==> src/hw/sl_pkg.sv <==
// shared widths, thresholds and bus types for the scanline pipeline; compile before all other files
`default_nettype none

package sl_pkg;

  //////////////////////////////
  // widths and pipeline depth
  //////////////////////////////

  localparam int COLOR_W      = 8;           // bits per color channel
  localparam int REF_W        = COLOR_W + 1; // reference carries one extra bit
  localparam int PROC_STAGES  = 10;          // input to output latency
  localparam int BLOOM_CALC_W = 8;           // fixed, matches 8 bit strength

  //////////////////////////////
  // scanline geometry
  //////////////////////////////

  // positions are fractions of the half line, 8'h80 == 0.5
  localparam logic [7:0] PROFILE_WIDTH = 8'd64;  // ramp length of the profile
  localparam logic [7:0] VAL_THIN      = 8'd48;  // 0.1875
  localparam logic [7:0] VAL_NORMAL    = 8'd32;  // 0.125
  localparam logic [7:0] VAL_THICK     = 8'd16;  // 0.0625
  localparam logic [7:0] FOLD_HALF     = 8'd128; // fold point of the position

  //////////////////////////////
  // types
  //////////////////////////////

  typedef enum logic [1:0] {
    SL_ADAPTIVE = 2'd0, // threshold follows the reference level
    SL_THIN     = 2'd1,
    SL_NORMAL   = 2'd2,
    SL_THICK    = 2'd3
  } sl_thick_e;

  typedef struct packed {
    logic [COLOR_W-1:0] r;
    logic [COLOR_W-1:0] g;
    logic [COLOR_W-1:0] b;
  } pix_t;

  // per channel reference, 0..510
  typedef struct packed {
    logic [REF_W-1:0] r;
    logic [REF_W-1:0] g;
    logic [REF_W-1:0] b;
  } ref_t;

  typedef struct packed {
    logic hsync;
    logic vsync;
    logic de;
  } vsync_t;

  // static configuration, expected stable while video runs
  typedef struct packed {
    logic       en;          // scanlines on
    logic       per_channel; // 1: per channel reference, 0: luma
    sl_thick_e  thickness;
    logic [7:0] rel_pos;     // position inside the line pair
    logic [7:0] strength;
    logic [4:0] bloom;       // reduction of strength on bright pixels
  } sl_cfg_t;

endpackage

`default_nettype wire

==> src/hw/sl_timing_ctrl.sv <==
// sync and pixel delay line, position fold and the final draw or pass select of the scanline stage
`default_nettype none

module sl_timing_ctrl (
  input  wire                 VCLK_i,
  input  wire                 nVRST_i,
  input  wire sl_pkg::vsync_t sync_i,
  input  wire sl_pkg::pix_t   pix_i,
  input  wire [7:0]           rel_pos_i,
  input  wire sl_pkg::pix_t   sl_pix_i,  // scanlined pixel, stage 8
  input  wire [2:0]           draw_i,    // {r,g,b}, stage 8
  output logic [7:0]          fold_pos_o,
  output sl_pkg::pix_t        pix_d7_o,
  output sl_pkg::vsync_t      sync_o,
  output sl_pkg::pix_t        pix_o
);

  import sl_pkg::*;

  vsync_t     sync_l [PROC_STAGES-1]; // index == pipeline stage
  pix_t       pix_l  [PROC_STAGES-1];
  logic [7:0] fold_l0;

  //////////////////////////////
  // delay line, stages 0..8
  //////////////////////////////

  always_ff @(posedge VCLK_i or negedge nVRST_i) begin
    if (!nVRST_i) begin
      for (int i = 0; i < PROC_STAGES-1; i++) begin
        sync_l[i] <= '0;
        pix_l[i]  <= '0;
      end
    end else begin
      sync_l[0] <= sync_i;
      pix_l[0]  <= pix_i;
      for (int i = 1; i < PROC_STAGES-1; i++) begin
        sync_l[i] <= sync_l[i-1];
        pix_l[i]  <= pix_l[i-1];
      end
    end
  end

  assign pix_d7_o = pix_l[PROC_STAGES-3]; // feeds the final multiply

  // fold position into 0..0.5 of the line pair
  always_ff @(posedge VCLK_i or negedge nVRST_i) begin
    if (!nVRST_i) begin
      fold_l0    <= '0;
      fold_pos_o <= '0;
    end else begin
      fold_l0    <= (rel_pos_i > FOLD_HALF) ? 8'd0 - rel_pos_i : rel_pos_i; // stage 0
      fold_pos_o <= fold_l0; // stage 1, reference ready
    end
  end

  //////////////////////////////
  // output select, stage 9
  //////////////////////////////

  always_ff @(posedge VCLK_i or negedge nVRST_i) begin
    if (!nVRST_i) begin
      sync_o <= '0;
      pix_o  <= '0;
    end else begin
      sync_o <= sync_l[PROC_STAGES-2];
      // blanking always passes the original
      pix_o.r <= (sync_l[PROC_STAGES-2].de && draw_i[2]) ? sl_pix_i.r : pix_l[PROC_STAGES-2].r;
      pix_o.g <= (sync_l[PROC_STAGES-2].de && draw_i[1]) ? sl_pix_i.g : pix_l[PROC_STAGES-2].g;
      pix_o.b <= (sync_l[PROC_STAGES-2].de && draw_i[0]) ? sl_pix_i.b : pix_l[PROC_STAGES-2].b;
    end
  end

endmodule

`default_nettype wire

==> src/hw/sl_ref_gen.sv <==
// reference level per channel or from luma, plus the bloom pre-scaled reference for all channels
`default_nettype none

module sl_ref_gen (
  input  wire               VCLK_i,
  input  wire               nVRST_i,
  input  wire sl_pkg::pix_t pix_i,
  input  wire               per_channel_i,
  input  wire [4:0]         bloom_i,
  output sl_pkg::ref_t      ref_o,       // stage 1
  output sl_pkg::ref_t      bloom_ref_o  // stage 4
);

  import sl_pkg::*;

  pix_t             pix_l0;
  logic [COLOR_W:0] rpb_l0;   // r + b
  logic [REF_W-1:0] luma_w;
  ref_t             ref_l2;
  ref_t             bref_l3;
  logic [REF_W+4:0] bprod_r_w;
  logic [REF_W+4:0] bprod_g_w;
  logic [REF_W+4:0] bprod_b_w;

  // approx. luma, g + (r+b)/2
  assign luma_w = {1'b0, pix_l0.g} + {1'b0, rpb_l0[COLOR_W:1]};

  // bloom is a 5 bit fraction of the reference
  assign bprod_r_w = ref_l2.r * bloom_i;
  assign bprod_g_w = ref_l2.g * bloom_i;
  assign bprod_b_w = ref_l2.b * bloom_i;

  always_ff @(posedge VCLK_i or negedge nVRST_i) begin
    if (!nVRST_i) begin
      pix_l0      <= '0;
      rpb_l0      <= '0;
      ref_o       <= '0;
      ref_l2      <= '0;
      bref_l3     <= '0;
      bloom_ref_o <= '0;
    end else begin
      pix_l0 <= pix_i;
      rpb_l0 <= {1'b0, pix_i.r} + {1'b0, pix_i.b}; // stage 0

      if (per_channel_i) begin
        ref_o.r <= {pix_l0.r, 1'b0};
        ref_o.g <= {pix_l0.g, 1'b0};
        ref_o.b <= {pix_l0.b, 1'b0};
      end else begin
        ref_o.r <= luma_w;
        ref_o.g <= luma_w;
        ref_o.b <= luma_w;
      end

      ref_l2 <= ref_o; // stage 2

      bref_l3.r <= bprod_r_w[REF_W+4:5]; // stage 3
      bref_l3.g <= bprod_g_w[REF_W+4:5];
      bref_l3.b <= bprod_b_w[REF_W+4:5];

      bloom_ref_o <= bref_l3; // wait for strength, stage 4
    end
  end

endmodule

`default_nettype wire

==> src/hw/sl_strength_shaper.sv <==
// one channel of the scanline strength path: threshold, draw flag, rectangular profile and strength
`default_nettype none

module sl_strength_shaper (
  input  wire                    VCLK_i,
  input  wire                    nVRST_i,
  input  wire [7:0]              fold_pos_i,  // stage 1
  input  wire [sl_pkg::REF_W-1:0] ref_i,      // stage 1
  input  wire                    en_i,
  input  wire sl_pkg::sl_thick_e thickness_i,
  input  wire [7:0]              strength_i,
  output logic                   draw_o,      // stage 3
  output logic [7:0]             str_o        // stage 5
);

  import sl_pkg::*;

  logic [7:0]  thr_w;
  logic        draw_l2;
  logic        max_l2;
  logic        max_l3;
  logic [5:0]  ofs_l2;     // position inside the profile ramp
  logic [7:0]  prof_l3;
  logic [7:0]  str_l4;
  logic [15:0] str_full_w;

  //////////////////////////////
  // threshold
  //////////////////////////////

  always_comb begin
    case (thickness_i)
      SL_THIN:   thr_w = VAL_THIN;
      SL_NORMAL: thr_w = VAL_NORMAL;
      SL_THICK:  thr_w = VAL_THICK;
      // adaptive, 0 for black up to 0.25 for full white
      default:   thr_w = {2'b00, ref_i[REF_W-1:REF_W-6]} + {7'd0, ref_i[REF_W-7]};
    endcase
  end

  assign str_full_w = prof_l3 * strength_i;

  //////////////////////////////
  // flags and profile
  //////////////////////////////

  always_ff @(posedge VCLK_i or negedge nVRST_i) begin
    if (!nVRST_i) begin
      draw_l2 <= 1'b0;
      max_l2  <= 1'b0;
      ofs_l2  <= '0;
      draw_o  <= 1'b0;
      max_l3  <= 1'b0;
      prof_l3 <= '0;
      str_l4  <= '0;
      str_o   <= '0;
    end else begin
      draw_l2 <= en_i && (fold_pos_i > thr_w);             // stage 2
      max_l2  <= fold_pos_i >= thr_w + PROFILE_WIDTH;      // past the ramp
      ofs_l2  <= 6'(fold_pos_i - thr_w);

      draw_o  <= draw_l2;                                  // stage 3
      max_l3  <= max_l2;
      prof_l3 <= {ofs_l2, ofs_l2[5:4]};                    // rectangular ramp, 6 to 8 bit

      // saturate once the ramp is done
      str_l4 <= max_l3 ? strength_i : str_full_w[15:8];    // stage 4
      str_o  <= str_l4;                                    // stage 5
    end
  end

endmodule

`default_nettype wire

==> src/hw/sl_bloom_mix.sv <==
// one channel of the scanline output path: bloom reduction of the strength and pixel darkening
`default_nettype none

module sl_bloom_mix (
  input  wire                        VCLK_i,
  input  wire                        nVRST_i,
  input  wire [sl_pkg::REF_W-1:0]    bloom_ref_i, // stage 4
  input  wire [7:0]                  str_i,       // stage 5
  input  wire                        draw_i,      // stage 3
  input  wire [sl_pkg::COLOR_W-1:0]  pix_i,       // stage 7
  output logic [sl_pkg::COLOR_W-1:0] sl_pix_o,    // stage 8
  output logic                       draw_o       // stage 8
);

  import sl_pkg::*;

  logic [REF_W-1:0]                bref_l5;
  logic [REF_W+BLOOM_CALC_W-1:0]   bloomed_full_w;
  logic [REF_W-1:0]                bloomed_w;
  logic [BLOOM_CALC_W-1:0]         red_l6;   // strength after bloom
  logic [BLOOM_CALC_W-1:0]         inv_l7;   // pixel gain
  logic [COLOR_W+BLOOM_CALC_W-1:0] pix_full_w;
  logic [PROC_STAGES-2:4]          draw_l;   // index == stage

  //////////////////////////////
  // bloom reduction
  //////////////////////////////

  // bright reference eats into the strength
  assign bloomed_full_w = bref_l5 * str_i;
  assign bloomed_w      = bloomed_full_w[REF_W+BLOOM_CALC_W-1:BLOOM_CALC_W];

  assign pix_full_w = pix_i * inv_l7;

  always_ff @(posedge VCLK_i or negedge nVRST_i) begin
    if (!nVRST_i) begin
      bref_l5  <= '0;
      red_l6   <= '0;
      inv_l7   <= '0;
      sl_pix_o <= '0;
    end else begin
      bref_l5 <= bloom_ref_i; // stage 5, aligned with str_i

      if ({1'b0, str_i} < bloomed_w)
        red_l6 <= '0;         // bloom cancels the scanline
      else
        red_l6 <= str_i - bloomed_w[BLOOM_CALC_W-1:0];

      inv_l7   <= {BLOOM_CALC_W{1'b1}} - red_l6;                    // stage 7
      sl_pix_o <= pix_full_w[COLOR_W+BLOOM_CALC_W-1:BLOOM_CALC_W];  // stage 8
    end
  end

  //////////////////////////////
  // draw flag, stages 4..8
  //////////////////////////////

  always_ff @(posedge VCLK_i or negedge nVRST_i) begin
    if (!nVRST_i) begin
      draw_l <= '0;
    end else begin
      draw_l[4] <= draw_i;
      for (int i = 5; i <= PROC_STAGES-2; i++) begin
        draw_l[i] <= draw_l[i-1];
      end
    end
  end

  assign draw_o = draw_l[PROC_STAGES-2];

endmodule

`default_nettype wire

==> src/hw/scanline_emu_top.sv <==
// scanline emulation top; streams RGB video with sync and DE and returns it 10 clocks later
`default_nettype none

module scanline_emu_top (
  input  wire                  VCLK_i,
  input  wire                  nVRST_i,
  input  wire sl_pkg::vsync_t  sync_i,
  input  wire sl_pkg::pix_t    pix_i,
  input  wire sl_pkg::sl_cfg_t cfg_i,
  output sl_pkg::vsync_t       sync_o,
  output sl_pkg::pix_t         pix_o
);

  import sl_pkg::*;

  logic [7:0] fold_pos_w;  // stage 1
  pix_t       pix_d7_w;    // stage 7
  ref_t       ref_w;       // stage 1
  ref_t       bloom_ref_w; // stage 4
  logic [2:0] draw_s3_w;   // {r,g,b}, stage 3
  logic [2:0] draw_s8_w;   // {r,g,b}, stage 8
  logic [7:0] str_r_w;
  logic [7:0] str_g_w;
  logic [7:0] str_b_w;
  pix_t       sl_pix_w;    // stage 8

  //////////////////////////////
  // sync, pixel delay, output
  //////////////////////////////

  sl_timing_ctrl u_ctrl (
    .VCLK_i, .nVRST_i,
    .sync_i,
    .pix_i,
    .rel_pos_i  (cfg_i.rel_pos),
    .sl_pix_i   (sl_pix_w),
    .draw_i     (draw_s8_w),
    .fold_pos_o (fold_pos_w),
    .pix_d7_o   (pix_d7_w),
    .sync_o,
    .pix_o
  );

  sl_ref_gen u_ref (
    .VCLK_i, .nVRST_i,
    .pix_i,
    .per_channel_i (cfg_i.per_channel),
    .bloom_i       (cfg_i.bloom),
    .ref_o         (ref_w),
    .bloom_ref_o   (bloom_ref_w)
  );

  //////////////////////////////
  // per channel slices
  //////////////////////////////

  sl_strength_shaper u_shape_r (
    .VCLK_i, .nVRST_i,
    .fold_pos_i  (fold_pos_w),
    .ref_i       (ref_w.r),
    .en_i        (cfg_i.en),
    .thickness_i (cfg_i.thickness),
    .strength_i  (cfg_i.strength),
    .draw_o      (draw_s3_w[2]),
    .str_o       (str_r_w)
  );

  sl_strength_shaper u_shape_g (
    .VCLK_i, .nVRST_i,
    .fold_pos_i  (fold_pos_w),
    .ref_i       (ref_w.g),
    .en_i        (cfg_i.en),
    .thickness_i (cfg_i.thickness),
    .strength_i  (cfg_i.strength),
    .draw_o      (draw_s3_w[1]),
    .str_o       (str_g_w)
  );

  sl_strength_shaper u_shape_b (
    .VCLK_i, .nVRST_i,
    .fold_pos_i  (fold_pos_w),
    .ref_i       (ref_w.b),
    .en_i        (cfg_i.en),
    .thickness_i (cfg_i.thickness),
    .strength_i  (cfg_i.strength),
    .draw_o      (draw_s3_w[0]),
    .str_o       (str_b_w)
  );

  sl_bloom_mix u_mix_r (
    .VCLK_i, .nVRST_i,
    .bloom_ref_i (bloom_ref_w.r),
    .str_i       (str_r_w),
    .draw_i      (draw_s3_w[2]),
    .pix_i       (pix_d7_w.r),
    .sl_pix_o    (sl_pix_w.r),
    .draw_o      (draw_s8_w[2])
  );

  sl_bloom_mix u_mix_g (
    .VCLK_i, .nVRST_i,
    .bloom_ref_i (bloom_ref_w.g),
    .str_i       (str_g_w),
    .draw_i      (draw_s3_w[1]),
    .pix_i       (pix_d7_w.g),
    .sl_pix_o    (sl_pix_w.g),
    .draw_o      (draw_s8_w[1])
  );

  sl_bloom_mix u_mix_b (
    .VCLK_i, .nVRST_i,
    .bloom_ref_i (bloom_ref_w.b),
    .str_i       (str_b_w),
    .draw_i      (draw_s3_w[0]),
    .pix_i       (pix_d7_w.b),
    .sl_pix_o    (sl_pix_w.b),
    .draw_o      (draw_s8_w[0])
  );

endmodule

`default_nettype wire

==> config.mk <==
export PLATFORM = sky130hd
export DESIGN_NAME = scanline_emu_top
export DESIGN_NICKNAME = d
export VERILOG_FILES = /design/src/hw/sl_pkg.sv /design/src/hw/sl_timing_ctrl.sv /design/src/hw/sl_ref_gen.sv /design/src/hw/sl_strength_shaper.sv /design/src/hw/sl_bloom_mix.sv /design/src/hw/scanline_emu_top.sv
export SDC_FILE = /design/constraint.sdc
export NUM_CORES = 2
export LEC_CHECK = 0
export ABC_AREA = 1
export BUFFER_PORTS_ARGS = -buffer_cell sky130_fd_sc_hd__buf_2
export CAP_MARGIN = 20
export CORE_UTILIZATION = 40
export DETAILED_ROUTE_END_ITERATION = 6
export HOLD_SLACK_MARGIN = 0.15
export PLACE_DENSITY = 0.56
export SLEW_MARGIN = 20
export SYNTH_ARGS = -nofsm -noshare
export SYNTH_HDL_FRONTEND = slang
export SYNTH_SLANG_ARGS = --single-unit
==> constraint.sdc <==
create_clock -name VCLK_i -period 5 [get_ports VCLK_i]
set_input_delay 0.25 -clock VCLK_i [delete_from_list [all_inputs] [get_ports VCLK_i]]
set_output_delay 0.25 -clock VCLK_i [all_outputs]
set_load 0.01 [all_outputs]
==> metrics.cfg <==
[worst_setup_path]
path_max_fanout=8
crit_type=register to register
required_ns=5.55
r2r-start=u_shape_g.str_o[2]
reg2regPathDepth=25
cp-start-kind=register
reg2reg_to=u_mix_g.red_l6[2]
cp.arrival_ns=5.44
r2r_slack_ns=0.11
cp-end-kind=register

[global_route]
grt_pass1_wl_mm=156.4
grt_max_degree=137
grt_pass1_vias=30370
met2_usage=0.2915
grt-busiest-layer=met2
overflow=0
grt_usage=0.1789
antenna_found_initial=11
use_met1=0.2558
globalRouteMet3Util=0.01899

[routing]
wl_mm=95.71
dr_total_vias=30200
drc=0
wl_per_cell_um=14.76
final_antenna_net_count=0
dr.pass1.iters=5
vias_per_cell=4.659
drt_iter0_markers=1689

[sta]
final-max-slew-violation-count=0
holdWs_ns=0.1857
fmax_ghz=0.2046
finalSetupViolCount=0
rsz0062_at_grt=true
finalCritPeriodShare=0.9777
slew_headroom=0.4691
tightest_slew_ns=0.7963
period_minus_slack_ns=4.888
hold_viol=0
fin_setup_tns_ns=0
fin_ws_ns=0.1116
skew_ns=0.07700

[clock_tree]
tritoncts=done
cts_buffer_depth=3
cts_inserted_buffers=60
clock-sinks=608
insertion_delay_ns=0.67
cts_root_buf=clkbuf_16
path_clk_slew_ns=0.07
h-tree-depth=2

[placement]
dp.cells=6275
dp_hpwl_mm=75.60
pre_cts_ws_ns=-0.08994
port_buffers=80
gp_congestion=0.9075

[die]
core_area_sq_um=107200
die_h_um=331.2
dieArea_sq_um=109700
io_pins=81
start_util=0.4043
rows=120
die_w_um=331.2

[synthesis]
synth_ff_type=dfrtp_1
netlist_instances=4852
yosysWarnings=0
ys_ff_latch=608
yosysUniqueCellTypes=47
syn_area_sq_um=43340
synth_edf_count=0
async_reset_ff_frac=1.000
syn_nets=5743
ys_seq_area_frac=0.3511
avgSynthCellArea_sq_um=8.932

[min_path]
whs_path_depth=3
min_path_type=input pin to register
holdCritStartpoint=cfg_i[7]
holdPathEnd=u_shape_r.str_l4[2]

[run_status]
status=completed

[layout]
layout_commonest_cell=nand2_1
mostFrequentLayoutCells=nand2_1 (1224), inv_1 (1125), dfrtp_1 (588)
final_nets=5919
drive_above_1_share=0.1066
syn2layout_area_growth_pct=14.20
fin_cells=6483

[run]
max_cap_viol_count=0

layer usage:
metal | up-vias | wire length (um) | part of all wire
li1 | 14830 | - | -
met5 | - | 0 | 0
met1 | 14840 | 45400 | 0.47
met2 | 421 | 44810 | 0.47
met3 | 112 | 3534 | 0.037
met4 | 0 | 1967 | 0.021
cells by family after synthesis:
group / count (synthesis) / share of synthesized area
fa+ha+maj: 837 / 0.3111
simple gates: 1686 / 0.1583
flops: 608 / 0.3511
xor+xnor: 101 / 0.02076
compound gates: 301 / 0.03889
buf+inv: 1295 / 0.1137
mux: 24 / 0.006236
registers in the layout (all words and copies together) (netlist names), 9 cells and up:
register / count
u_ctrl.pix_d7_o: 24
u_ctrl.pix_l: 168
u_ctrl.pix_o: 24
u_ctrl.sync_l: 27
u_mix_b.bref_l5: 9
u_mix_g.bref_l5: 9
u_mix_r.bref_l5: 9
u_ref.bloom_ref_o: 27
u_ref.bref_l3: 27
u_ref.pix_l0: 24
u_ref.ref_l2: 25
u_ref.ref_o: 25
cell usage after synthesis (all sizes together), types with 41 or more instances:
library cell,count,area [sq um]
clkbuf,115,436.7
nand3,120,600.6
nor2,172,673.2
xnor2,41,359.1
o21ai,69,356.6
a21oi,163,815.8
fa,401,8028
xor2,60,540.5
dfrtp,608,15210
inv,1148,4309
nand2,1284,4877
ha,436,5455
layout make-up:
| cell class | count | area, sq um |
|---|---|---|
| fillers | 10410 | 57710 |
| multi-input cells | 2949 | 23920 |
| flip-flops and latches | 608 | 15240 |
| inverters | 1149 | 4313 |
| repair buffers | 260 | 1976 |
| well taps | 1403 | 1755 |
| clock buffers | 77 | 1685 |
| clock inverters | 34 | 596.8 |
| diodes | 3 | 7.507 |
timing repair:
action | in CTS | in global routing
gates resized for setup | 3 | 195
setup buffers | 0 | 44
pin swaps | 0 | 116
endpoints found under the hold margin | 176 | 0
hold buffers | 50 | 0
setup endpoints to repair | 9 | 24
metrics by stage:
stage	area, sq um	util
after floorplan	43340	-
after global placement	45590	0.4252
after detailed placement	45590	0.4252
after CTS	48380	0.4513
after global routing	49490	0.4617
final	49490	0.4617
critical path, stage by stage (launching register included):
cell and delay, ns:
dfrtp_2 0.43, buf_12 0.14, nand2_4 0.06, inv_2 0.04, fa_2 0.35, fa_1 0.50, inv_2 0.04, fa_1 0.51
inv_2 0.04, fa_1 0.49, ha_4 0.31, nand2_4 0.05, nor2_4 0.09, nand4_1 0.11, nand2_2 0.15, nand2_1 0.09
nand2_2 0.08, xnor2_1 0.07, ha_1 0.36, a21oi_2 0.17, o21ai_2 0.08, nand2_1 0.06, nand3b_1 0.11, a21o_2 0.27
nand2_8 0.12, nor2_2 0.04
worst max path at each step:
stage	startpoint	to	depth (start not counted)
finish	u_shape_g.str_o[2]	u_mix_g.red_l6[2]	25
global route	u_shape_g.str_o[2]	u_mix_g.red_l6[2]	25
detailed placement	u_shape_r.str_o[4]	u_mix_r.red_l6[1]	23
global placement	u_shape_r.str_o[4]	u_mix_r.red_l6[2]	23
floorplan	u_shape_g.str_o[2]	u_mix_g.red_l6[3]	22
CTS	u_shape_g.str_o[2]	u_mix_g.red_l6[1]	23
Power is left out: the tool's default activity adds up to more than one toggle a clock period on the data nets, which glitch-free logic cannot reach.
